===== config.mk =====
export PLATFORM = sky130hd
export DESIGN_NAME = coresub_ctrl
export DESIGN_NICKNAME = d
export VERILOG_FILES = /design/src/coresub_pkg.sv /design/src/corecfg_if.sv /design/src/code_region_map.sv /design/src/corecfg_seq.sv /design/src/coresub_ctrl.sv /design/src/coreuser_filter.sv
export SDC_FILE = /design/constraint.sdc
export NUM_CORES = 1
export LEC_CHECK = 0
export BUFFER_PORTS_ARGS = -buffer_cell sky130_fd_sc_hd__buf_2
export CAP_MARGIN = 5
export CORE_MARGIN = 2
export CORE_UTILIZATION = 50
export CTS_CLUSTER_DIAMETER = 100
export DETAILED_ROUTE_END_ITERATION = 16
export GPL_ROUTABILITY_DRIVEN = 1
export PLACE_DENSITY_LB_ADDON = 0.1
export SLEW_MARGIN = 10
export SYNTH_ARGS = -nofsm -noshare
export SYNTH_HDL_FRONTEND = slang
export SYNTH_SLANG_ARGS = --single-unit

===== constraint.sdc =====
create_clock -name hclk -period 4.9 [get_ports hclk]
set_input_delay 0.735 -clock hclk [delete_from_list [all_inputs] [get_ports hclk]]
set_output_delay 0.735 -clock hclk [all_outputs]
set_load 0.005 [all_outputs]

===== src/coresub_pkg.sv =====
package coresub_pkg;

    // region layout of each core's code space
    localparam int REGION_CNT  = 8;
    localparam int CODEMEM_CNT = 4;
    localparam int BOUND_CNT   = 5;

    // compact reram address expansion
    localparam logic [9:0] RRAM_WINDOW_HI = 10'b0110000000;
    localparam int         RRAM_SHIFT     = 14;

    typedef logic [31:0]           addr_t;
    typedef logic [7:0]            cmpt_addr_t;
    typedef logic [2:0]            region_idx_t;
    typedef logic [REGION_CNT-1:0] coreuser_t;
    typedef logic [7:0]            filtercyc_t;
    typedef logic [3:0]            sel_code_t;

    // devena, coresel_cm7, coresel_vex, filtercyc, cm7 bounds, vex bounds
    typedef logic [99:0] nvr_cfg_t;

    // boot0 start in element 0, fw1 end in the last element
    typedef cmpt_addr_t [0:BOUND_CNT-1] bounds_t;

    typedef enum logic {
        cm7,
        vex
    } core_e;

    typedef enum logic [1:0] {
        idle,
        load,
        check,
        ready
    } cfg_state_e;

    // fixed code memories, start inclusive and end exclusive
    // order is itcm, dtcm, sram0, sram1
    localparam addr_t CODE_MEM_MAP [CODEMEM_CNT][2] = '{
        '{32'h0000_0000, 32'h0001_0000},
        '{32'h2000_0000, 32'h2001_0000},
        '{32'h6100_0000, 32'h6110_0000},
        '{32'h6110_0000, 32'h6120_0000}
    };

    // codes expected in the config word
    localparam sel_code_t DEVENA_CODE      = 4'hA;
    localparam sel_code_t CORESEL_CM7_CODE = 4'h5;
    localparam sel_code_t CORESEL_VEX_CODE = 4'h5;

endpackage : coresub_pkg


===== src/corecfg_if.sv =====
`timescale 1ns/1ps

interface corecfg_if import coresub_pkg::*; ();

    logic       cfg_valid;
    // one cycle while a new word is being taken
    logic       reload;
    logic       cm7_en;
    logic       vex_en;
    filtercyc_t filtercyc;
    bounds_t    cm7_bounds;
    bounds_t    vex_bounds;

    modport seq (
        output cfg_valid,
        output reload,
        output cm7_en,
        output vex_en,
        output filtercyc,
        output cm7_bounds,
        output vex_bounds
    );

    modport user (
        input  cfg_valid,
        input  reload,
        input  cm7_en,
        input  vex_en,
        input  filtercyc,
        input  cm7_bounds,
        input  vex_bounds
    );

endinterface : corecfg_if


===== src/code_region_map.sv =====
`timescale 1ns/1ps

module code_region_map import coresub_pkg::*; #(
    parameter core_e CORE = cm7
) (
    input  logic        hclk,
    input  logic        reset,
    input  logic        addr_vld,
    input  addr_t       addr,
    corecfg_if.user     cfg,
    output logic        hit,
    output region_idx_t region
);

    bounds_t                bounds;
    logic                   core_en;
    addr_t                  bound_addr [BOUND_CNT];
    logic [REGION_CNT-1:0]  match;
    logic                   any_match;
    region_idx_t            match_idx;

    assign bounds  = (CORE == cm7) ? cfg.cm7_bounds : cfg.vex_bounds;
    assign core_en = (CORE == cm7) ? cfg.cm7_en : cfg.vex_en;

    // compact bound into the reram window
    always_comb begin
        for (int i = 0; i < BOUND_CNT; i++) begin
            bound_addr[i] = addr_t'({RRAM_WINDOW_HI, bounds[i]}) << RRAM_SHIFT;
        end
    end

    always_comb begin
        for (int i = 0; i < CODEMEM_CNT; i++) begin
            match[i] = (addr >= CODE_MEM_MAP[i][0]) && (addr < CODE_MEM_MAP[i][1]);
        end
        // boot0, boot1, fw0, fw1 each end where the next one starts
        for (int i = 0; i < BOUND_CNT - 1; i++) begin
            match[CODEMEM_CNT+i] = (addr >= bound_addr[i]) && (addr < bound_addr[i+1]);
        end
    end

    // lowest index wins
    always_comb begin
        any_match = 1'b0;
        match_idx = '0;
        for (int i = REGION_CNT - 1; i >= 0; i--) begin
            if (match[i]) begin
                any_match = 1'b1;
                match_idx = region_idx_t'(i);
            end
        end
    end

    always_ff @(posedge hclk) begin
        if (reset) begin
            hit <= 1'b0;
        end else begin
            hit <= addr_vld && any_match && cfg.cfg_valid && core_en;
        end
    end

    always_ff @(posedge hclk) begin
        if (addr_vld) begin
            region <= match_idx;
        end
    end

    // a hit meets a valid config, or the reload that drops it
    a_hit_cfg_valid: assert property (@(posedge hclk) disable iff (reset)
        hit |-> (cfg.cfg_valid || cfg.reload));

endmodule : code_region_map


===== src/corecfg_seq.sv =====
`timescale 1ns/1ps

module corecfg_seq import coresub_pkg::*; (
    input  logic     hclk,
    input  logic     reset,
    input  logic     cfg_load,
    input  nvr_cfg_t cfg_word,
    output logic     cfg_err,
    output logic     cm7_dev,
    output logic     vex_dev,
    corecfg_if.seq   cfg
);

    cfg_state_e state;
    sel_code_t  devena;
    sel_code_t  coresel_cm7;
    sel_code_t  coresel_vex;
    logic       dev_match;
    logic       cm7_sel;
    logic       vex_sel;
    logic       cm7_en_d;
    logic       load_ok;
    logic       bounds_ok;
    logic       cm7_en_q;
    logic       vex_en_q;
    filtercyc_t filtercyc_q;
    bounds_t    cm7_bounds_q;
    bounds_t    vex_bounds_q;

    // code fields sit in the top 12 bits of the word
    assign devena      = cfg_word[99:96];
    assign coresel_cm7 = cfg_word[95:92];
    assign coresel_vex = cfg_word[91:88];

    assign dev_match = (devena == DEVENA_CODE);
    assign cm7_sel   = (coresel_cm7 == CORESEL_CM7_CODE);
    assign vex_sel   = (coresel_vex == CORESEL_VEX_CODE);
    // cm7 runs unless the vex is selected on its own
    assign cm7_en_d  = ~vex_sel | cm7_sel;

    // strobes during load or check are dropped
    assign load_ok = cfg_load && (state == idle || state == ready);

    always_comb begin
        bounds_ok = 1'b1;
        for (int i = 0; i < BOUND_CNT - 1; i++) begin
            if (cm7_bounds_q[i+1] < cm7_bounds_q[i] || vex_bounds_q[i+1] < vex_bounds_q[i]) begin
                bounds_ok = 1'b0;
            end
        end
    end

    always_ff @(posedge hclk) begin
        if (reset) begin
            state    <= idle;
            cfg_err  <= 1'b0;
            cm7_en_q <= 1'b0;
            vex_en_q <= 1'b0;
            cm7_dev  <= 1'b0;
            vex_dev  <= 1'b0;
        end else begin
            cfg_err <= 1'b0;
            if (load_ok) begin
                cm7_en_q <= cm7_en_d;
                vex_en_q <= vex_sel;
                cm7_dev  <= dev_match & cm7_en_d;
                vex_dev  <= dev_match & vex_sel;
            end
            case (state)
                idle, ready: begin
                    if (cfg_load) begin
                        state <= load;
                    end
                end
                load: state <= check;
                check: begin
                    if (bounds_ok) begin
                        state <= ready;
                    end else begin
                        state   <= idle;
                        cfg_err <= 1'b1;
                    end
                end
                default: state <= idle;
            endcase
        end
    end

    // region bounds and filter length
    always_ff @(posedge hclk) begin
        if (load_ok) begin
            filtercyc_q  <= cfg_word[87:80];
            cm7_bounds_q <= cfg_word[79:40];
            vex_bounds_q <= cfg_word[39:0];
        end
    end

    assign cfg.cfg_valid  = (state == ready);
    assign cfg.reload     = (state == load);
    assign cfg.cm7_en     = cm7_en_q;
    assign cfg.vex_en     = vex_en_q;
    assign cfg.filtercyc  = filtercyc_q;
    assign cfg.cm7_bounds = cm7_bounds_q;
    assign cfg.vex_bounds = vex_bounds_q;

    // a check ends either valid or in error, never both
    a_valid_err_excl: assert property (@(posedge hclk) disable iff (reset)
        !(cfg.cfg_valid && cfg_err));

endmodule : corecfg_seq


===== src/coresub_ctrl.sv =====
`timescale 1ns/1ps

module coresub_ctrl import coresub_pkg::*; (
    input  logic      hclk,
    input  logic      reset,
    input  logic      cfg_load,
    input  nvr_cfg_t  cfg_word,
    input  logic      cm7_addr_vld,
    input  addr_t     cm7_addr,
    input  logic      vex_addr_vld,
    input  addr_t     vex_addr,
    output logic      cfg_valid,
    output logic      cfg_err,
    output logic      cm7_en,
    output logic      vex_en,
    output logic      cm7_dev,
    output logic      vex_dev,
    output coreuser_t coreuser_cm7,
    output coreuser_t coreuser_vex
);

    logic        cm7_hit;
    region_idx_t cm7_region;
    logic        vex_hit;
    region_idx_t vex_region;

    corecfg_if cfg_bus ();

    corecfg_seq corecfg_seq_i (
        .hclk     (hclk),
        .reset    (reset),
        .cfg_load (cfg_load),
        .cfg_word (cfg_word),
        .cfg_err  (cfg_err),
        .cm7_dev  (cm7_dev),
        .vex_dev  (vex_dev),
        .cfg      (cfg_bus.seq)
    );

    // cm7 side
    code_region_map #(.CORE(cm7)) cm7_map_i (
        .hclk     (hclk),
        .reset    (reset),
        .addr_vld (cm7_addr_vld),
        .addr     (cm7_addr),
        .cfg      (cfg_bus.user),
        .hit      (cm7_hit),
        .region   (cm7_region)
    );

    coreuser_filter cm7_filter_i (
        .hclk     (hclk),
        .reset    (reset),
        .hit      (cm7_hit),
        .region   (cm7_region),
        .cfg      (cfg_bus.user),
        .coreuser (coreuser_cm7)
    );

    // vex side
    code_region_map #(.CORE(vex)) vex_map_i (
        .hclk     (hclk),
        .reset    (reset),
        .addr_vld (vex_addr_vld),
        .addr     (vex_addr),
        .cfg      (cfg_bus.user),
        .hit      (vex_hit),
        .region   (vex_region)
    );

    coreuser_filter vex_filter_i (
        .hclk     (hclk),
        .reset    (reset),
        .hit      (vex_hit),
        .region   (vex_region),
        .cfg      (cfg_bus.user),
        .coreuser (coreuser_vex)
    );

    assign cfg_valid = cfg_bus.cfg_valid;
    assign cm7_en    = cfg_bus.cm7_en;
    assign vex_en    = cfg_bus.vex_en;

endmodule : coresub_ctrl


===== src/coreuser_filter.sv =====
`timescale 1ns/1ps

module coreuser_filter import coresub_pkg::*; (
    input  logic        hclk,
    input  logic        reset,
    input  logic        hit,
    input  region_idx_t region,
    corecfg_if.user     cfg,
    output coreuser_t   coreuser
);

    region_idx_t cand;
    logic        cand_vld;
    filtercyc_t  cnt;
    filtercyc_t  cnt_next;
    logic        same_region;

    assign same_region = cand_vld && (region == cand);

    // repeat count on the candidate, held at full scale
    always_comb begin
        if (!same_region) begin
            cnt_next = '0;
        end else if (cnt == '1) begin
            cnt_next = cnt;
        end else begin
            cnt_next = cnt + 1'b1;
        end
    end

    always_ff @(posedge hclk) begin
        if (reset || cfg.reload) begin
            cand     <= '0;
            cand_vld <= 1'b0;
            cnt      <= '0;
            coreuser <= '0;
        end else if (hit) begin
            cand     <= region;
            cand_vld <= 1'b1;
            cnt      <= cnt_next;
            // switch once the region has been stable long enough
            if (cnt_next == cfg.filtercyc) begin
                coreuser <= coreuser_t'(1) << region;
            end
        end
    end

    a_coreuser_onehot: assert property (@(posedge hclk) disable iff (reset)
        $onehot0(coreuser));

endmodule : coreuser_filter


After elaboration in Yosys (flattened, before gate mapping)
Index checks and enable logic that the tools add are counted.
Widths: inputs -> output; s select.
{ "classes": {"multipliers": 0, "bitwise_logic": 5, "n_lt_le_gt_ge": 40, "n_shift": 2, "n_addsub": 2, "n_eq_ne": 13, "reduce_logical": 40, "n_mux": 42, "n_div": 0} }
{ "ops": {"columns": ["operator", "count"], "rows": [
  ["$ge 32x31->1", 8],
  ["$lt 32x31->1", 8],
  ["$ge 32x31->1 const B", 4],
  ["$lt 32x31->1 const B", 4],
  ["$ge 32x1->1 const B", 2],
  ["$ge 32x30->1 const B", 2],
  ["$lt 32x17->1 const B", 2],
  ["$lt 32x30->1 const B", 2],
  ["$lt 8x8->1", 8],
  ["$mux 8", 4],
  ["$logic_and 1x1->1", 25],
  ["$mux 3", 8],
  ["$mux 1", 23],
  ["$add 8x1->8 const B", 2],
  ["$eq 8x8->1", 2],
  ["$eq 8x8->1 const B", 2],
  ["$shl 1x3->8 const A", 2],
  ["$mux 2", 6],
  ["$eq 4x3->1 const B", 2],
  ["$reduce_or 2->1", 4],
  ["$reduce_or 4->1", 2],
  ["$eq 3x3->1", 2],
  ["$logic_or 1x1->1", 6],
  ["$pmux 2 s3", 1],
  ["other kinds (9)", 13]
]} }
{ "word_totals": {"ram_bits": 0, "latch_bits": 0, "memories": 0, "mem_bits_ro": 0, "out_inout_bits": 22, "ff_bits": 143, "inputBits": 169} }

Logic depth before layout (Yosys ltp)
{ "logic_depth": {"ltp_word": 13, "ltp_mapped": 11} }

Cells and area by module
Synthesis repeated with hierarchy kept, for this count alone.
{ "hier_totals": {"cells_unflattened": 977, "hier_area_um2": 9755.6} }
{ "by_module_without_submodules": {"columns": ["module", "n_inst", "area_each_um2", "cells_each", "seq_area_each_um2"], "rows": [
  ["corecfg_seq", 1, 4425.5, 321, 2782.7],
  ["code_region_map", 2, 1417.6, 179, 110.1],
  ["coreuser_filter", 2, 1247.4, 149, 400.4]
]} }

Worst setup path before layout
No wires, ideal clock.
{ "synth_path": {"kind": "register to register", "from": "register corecfg_seq_i.state[0]", "to": "register corecfg_seq_i.cm7_bounds_q (netlist bit corecfg_seq_i.cfg.cm7_bounds[0]), enable pin", "period_less_slack_ns": 3.073, "setup_slack_ns": 1.827, "stages_incl_launch_ff": 5, "arrival_time_ns": 2.632, "n_path_buf": 0, "setup_ns": 0.441, "cell_sequence": "dfxtp_1 > inv_1 > ha_1 > nand2_1 > inv_1"} }
{ "synth_via": {"elab_chain_len": 3, "elab_cells_between_ends": 4} }
{ "synth_lines": {"columns": ["item", "line_no", "rtl"], "rows": [
  ["from (decl)", "corecfg_seq.sv:14", "cfg_state_e state;"],
  ["from (signal assigned)", "corecfg_seq.sv:55", "state <= idle;"],
  ["from (signal assigned)", "corecfg_seq.sv:72", "state <= load;"],
  ["from (signal assigned)", "corecfg_seq.sv:75", "load: state <= check;"],
  ["$eq 2x2->1 or $logic_not 2->1 (tied branches)", "corecfg_seq.sv:42", "assign load_ok = cfg_load && (state == idle || state == ready);"],
  ["$logic_or 1x1->1 (*)", "corecfg_seq.sv:42", null],
  ["$logic_and 1x1->1 (*)", "corecfg_seq.sv:42", null],
  ["net corecfg_seq_i.load_ok", "corecfg_seq.sv:22", "logic load_ok;"],
  ["to (signal assigned)", "corecfg_seq.sv:93", "cm7_bounds_q <= cfg_word[79:40];"],
  ["to (decl)", "corecfg_seq.sv:27", "bounds_t cm7_bounds_q;"]
]} }
Mark *: on every way through the listed nets, which the timed path passes. The rest lies on a longest branch.
A chain may end at the register's enable or synchronous reset.

Final worst setup path
{ "layout_path": {"from": "register vex_map_i.region[2]", "to": "register vex_filter_i.coreuser[5]"} }
{ "layout_via": {"elab_chain_len": 5, "elab_cells_between_ends": 6} }
{ "layout_lines": {"columns": ["item", "line_no", "rtl"], "rows": [
  ["from (decl)", "code_region_map.sv:12", "output region_idx_t region"],
  ["from (signal assigned)", "code_region_map.sv:64", "region <= match_idx;"],
  ["$eq 3x3->1", "coreuser_filter.sv:18", "assign same_region = cand_vld && (region == cand);"],
  ["$logic_and 1x1->1", "coreuser_filter.sv:18", null],
  ["$mux 8", "coreuser_filter.sv:22", "if (!same_region) begin"],
  ["$eq 8x8->1", "coreuser_filter.sv:42", "if (cnt_next == cfg.filtercyc) begin"],
  ["$reduce_and 2->1 (no source line)", null, null],
  ["to (signal assigned)", "coreuser_filter.sv:43", "coreuser <= coreuser_t'(1) << region;"],
  ["to (decl)", "coreuser_filter.sv:9", "output coreuser_t coreuser"]
]} }
Several ways; a longest one is shown, not always the timed one.

==> impl_metrics.csv <==
group,metric,value,unit
drt,final_antenna_net_count,0,
drt,drc,0,
grt,grt_pass1_wl,34.9,mm
synthesis,synth-edff-count,94,
drt,first_pass_iters,6,
timing,finalCritPeriodShare,64.8,%
timing,setup_slack,1.73,ns
clock_tree,root_buffer,"clkbuf_16",
worst_setup_path,cp.arrival,3.45,ns
placed_design,globalplace.congestion,0.946,
floorplanning,fp-row-count,49,
final_layout,fin_util,61.2,%
worst_setup_path,r2r_slack,1.73,ns
grt,grt_pass1_vias,7111,
timing,worst_pin_slew,1.03,ns
final_layout,final_common_cell,"buf_2",
timing,rsz0062_at_grt,"no",
worst_setup_path,cp_data_required_time,5.18,ns
floorplanning,io_pins,191,
synthesis,synth_fa_ha_area_share,18.8,%
power,cellPowerDensity,393,nW/um2
clock_tree,ctsHoldBuffers,0,
final_layout,mostFrequentLayoutCells,"190 x buf_2, 139 x ha_1, 94 x edfxtp_1",
clock_tree,h-tree-depth,4,
synthesis,synth_compound_area_share,15.9,%
clock_tree,cts_resized,0,
final_layout,areaGrowthSynthToFinish,19.2,%
worst_setup_path,r2r_end,"vex_filter_i.coreuser[5]",
floorplanning,initial_core_util,51.3,%
grt,grtUsageTotal,22.4,%
grt,antenna_found_initial,0,
grt,grt_max_degree,55,
final_layout,final_cell_area,11000,um2
timing,fin_setup_tns,0,ns
clock_tree,cts_setup_buffers,0,
power,clkPwrFrac,31.3,%
drt,wl,22.0,mm
hold_path,min_path_type,"flip-flop to flip-flop",
worst_setup_path,crit_path_start_kind,"flip-flop",
clock_tree,clkTransAtPathRegs,0.06,ns
job,drv_cap,0,
synthesis,yosys.area_share.simple,15.8,%
timing,max_clock_freq,315,MHz
clock_tree,cts_buffer_depth,2,
power,p_leak,4.96,nW
floorplanning,dieHeight,140,um
final_layout,finalNetCount,1418,
timing,fin_skew,0.0121,ns
power,p_int,0.00296,W
synthesis,synth-async-reset-ratio,0,%
clock_tree,cts_tree,"done",
synthesis,synthMuxAreaShare,2.29,%
clock_tree,clock_latency,0.43,ns
power,ir_worst_vdd,275,uV
synthesis,synth.distinct_cells,70,
synthesis,synth-warning-count,0,
drt,vias,7555,
worst_setup_path,rr_startpoint,"vex_map_i.region[2]",
power,power.switching,0.00137,W
drt,wl_per_cell,16.2,um
synthesis,ys_ff_latch,143,
status,run_status,"finished, final reports clean",
synthesis,synthFlopType,"edfxtp_1",
worst_setup_path,path_max_fanout,13,
timing,finalSetupViolCount,0,
synthesis,ys_seq_area_share,41.1,%
hold_path,hold_depth,2,
final_layout,drive_gt1_share,20.9,%
drt,first_iter_violations,437,
hold_path,holdPathEnd,"cm7_filter_i.coreuser[3]",
hold_path,worstHoldStart,"cm7_filter_i.coreuser[3]",
worst_setup_path,end_kind,"flip-flop",
synthesis,syn_inst,926,
floorplanning,die_area,19600,um2
power,p_seq_share,40.0,%
drt,viasPerCell,5.59,
placed_design,hpwlAfterDp,17.2,mm
timing,maxSlewViolCount,0,
worst_setup_path,worstSetupPathType,"flip-flop to flip-flop",
synthesis,synthXorXnorAreaFrac,1.23,%
synthesis,syn-cell-area,9250,um2
synthesis,synth_top_family_by_area,"adder cells",
power,netSwitchingFraction,31.7,%
timing,min_period,3.17,ns
synthesis,synth_nets,1234,
worst_setup_path,reg2reg_depth,9,
grt,grt-ovfl-total,0,
floorplanning,core_area,18000,um2
final_layout,fillers,1560,
synthesis,syn_avg_cell_area,9.99,um2
placed_design,io_buffers,190,
timing,timing.hold.ws,0.464,ns
placed_design,pre_cts_ws,1.64,ns
timing,slew_headroom,30.9,%
floorplanning,die_w,140,um
placed_design,dpl-instance-area,10400,um2
final_layout,n_antenna_cell,0,
power,combPwrFrac,28.7,%
timing,hold_violations,0,
clock_tree,clkSinkCount,143,
clock_tree,numCtsBuffers,17,
-- power by group through the flow --
stage | Clock (W) | Combinational [W] | Sequential, W
final | 0.00136 | 0.00124 | 0.00173
after detailed placement | 0 | 0.00124 | 0.00176
after floorplan | 0 | 0.000888 | 0.00170
after global routing | 0.00143 | 0.00143 | 0.00176
after CTS | 0.00137 | 0.00126 | 0.00174
after global placement | 0 | 0.00122 | 0.00176
-- cell type report --
class                           count  area (um2)  share of cell area [%]
Clock buffer                       22         485                    4.40
Clock inverter                     10         134                    1.21
Inverter                           87         328                    2.97
Multi-Input combinational cell    667        5010                    45.4
Sequential cell                   143        3800                    34.5
Tap cell                          229         287                    2.60
Timing Repair Buffer              194         981                    8.90
-- Yosys cell counts, types with 8 or more instances --
master | count | area [um2]
o21a_1 | 9 | 67.6
nor2_1 | 70 | 263
ha_1 | 139 | 1740
a211oi_1 | 18 | 135
inv_1 | 87 | 327
o21ai_0 | 24 | 120
nand3_1 | 27 | 135
nor4_1 | 11 | 68.8
nand2_1 | 44 | 165
nand4_1 | 27 | 169
nand2b_1 | 16 | 100
nor3_1 | 21 | 105
clkbuf_1 | 18 | 67.6
mux2i_1 | 20 | 200
and3_1 | 12 | 75.1
a31oi_1 | 11 | 68.8
a21oi_1 | 62 | 310
dfxtp_1 | 49 | 981
buf_2 | 8 | 40.0
a21o_1 | 35 | 263
edfxtp_1 | 94 | 2820
nor2b_1 | 10 | 62.6
-- registers in the layout, summed over array words and instances, names as in the netlist --
| name | cells |
|---|---|
| cm7_filter_i.cand | 3 |
| cm7_filter_i.cand_vld | 1 |
| cm7_filter_i.cnt | 8 |
| cm7_filter_i.coreuser | 8 |
| cm7_map_i.hit | 1 |
| cm7_map_i.region | 3 |
| corecfg_seq_i.cfg.cm7_bounds | 40 |
| corecfg_seq_i.cfg.cm7_en | 1 |
| corecfg_seq_i.cfg.filtercyc | 8 |
| corecfg_seq_i.cfg.vex_bounds | 40 |
| corecfg_seq_i.cfg.vex_en | 1 |
| corecfg_seq_i.cfg_err | 1 |
| corecfg_seq_i.cm7_dev | 1 |
| corecfg_seq_i.state | 2 |
| corecfg_seq_i.vex_dev | 1 |
| vex_filter_i.cand | 3 |
| vex_filter_i.cand_vld | 1 |
| vex_filter_i.cnt | 8 |
| vex_filter_i.coreuser | 8 |
| vex_map_i.hit | 1 |
| vex_map_i.region | 3 |
-- cell families (layout without fill, tap and decap cells) --
kind of cell               count (synthesis)  in the layout
xor gates and xnor gates                  13             13
DFF                                      143            143
AOI/OAI and AO/OA                        218            218
adders and majority gates                139            139
muxes                                     21             21
and+or+nand+nor                          276            276
buffers and inverters                    116            313
-- critical path: stages (launching register included) --
cell,delay (ns)
edfxtp_1,0.52
xor2_1,0.21
nor4b_2,0.92
a2bb2o_1,0.32
a21oi_1,0.14
nand4_1,0.13
nor4_2,0.30
buf_4,0.24
mux2i_1,0.21
nor2_1,0.05
-- layer usage --
layer  vias up  global-route usage, %  part of all wire [%]  routed length, um
li1       3835                      -                     -                  -
met1      3454                   29.8                    46              10000
met2       231                   36.9                    47              10400
met3        35                   4.34                   5.0               1100
met4         0                   7.47                   2.1                466
met5         -                      0                     0                  0
-- worst max-delay path by stage --
stage	start	to	slack, ns	depth (start not counted)
floorplan	corecfg_seq_i.state[0]	corecfg_seq_i.cfg.cm7_bounds[0]	1.83	4
global placement	cm7_addr[25]	cm7_map_i.region[1]	1.72	9
detailed placement	cm7_addr[25]	cm7_map_i.region[1]	1.64	9
CTS	vex_map_i.region[2]	vex_filter_i.coreuser[5]	1.73	9
global route	vex_map_i.region[2]	vex_filter_i.coreuser[0]	1.49	9
finish	vex_map_i.region[2]	vex_filter_i.coreuser[5]	1.73	9
-- through the flow --
step | power [W] | cells
2_1_floorplan | 0.00259 | 926
3_3_place_gp | 0.00298 | 1320
3_5_place_dp | 0.00300 | 1320
4_1_cts | 0.00437 | 1352
5_1_grt | 0.00462 | 1352
6_report | 0.00433 | 1352
Power figures use the tool's default switching activity.
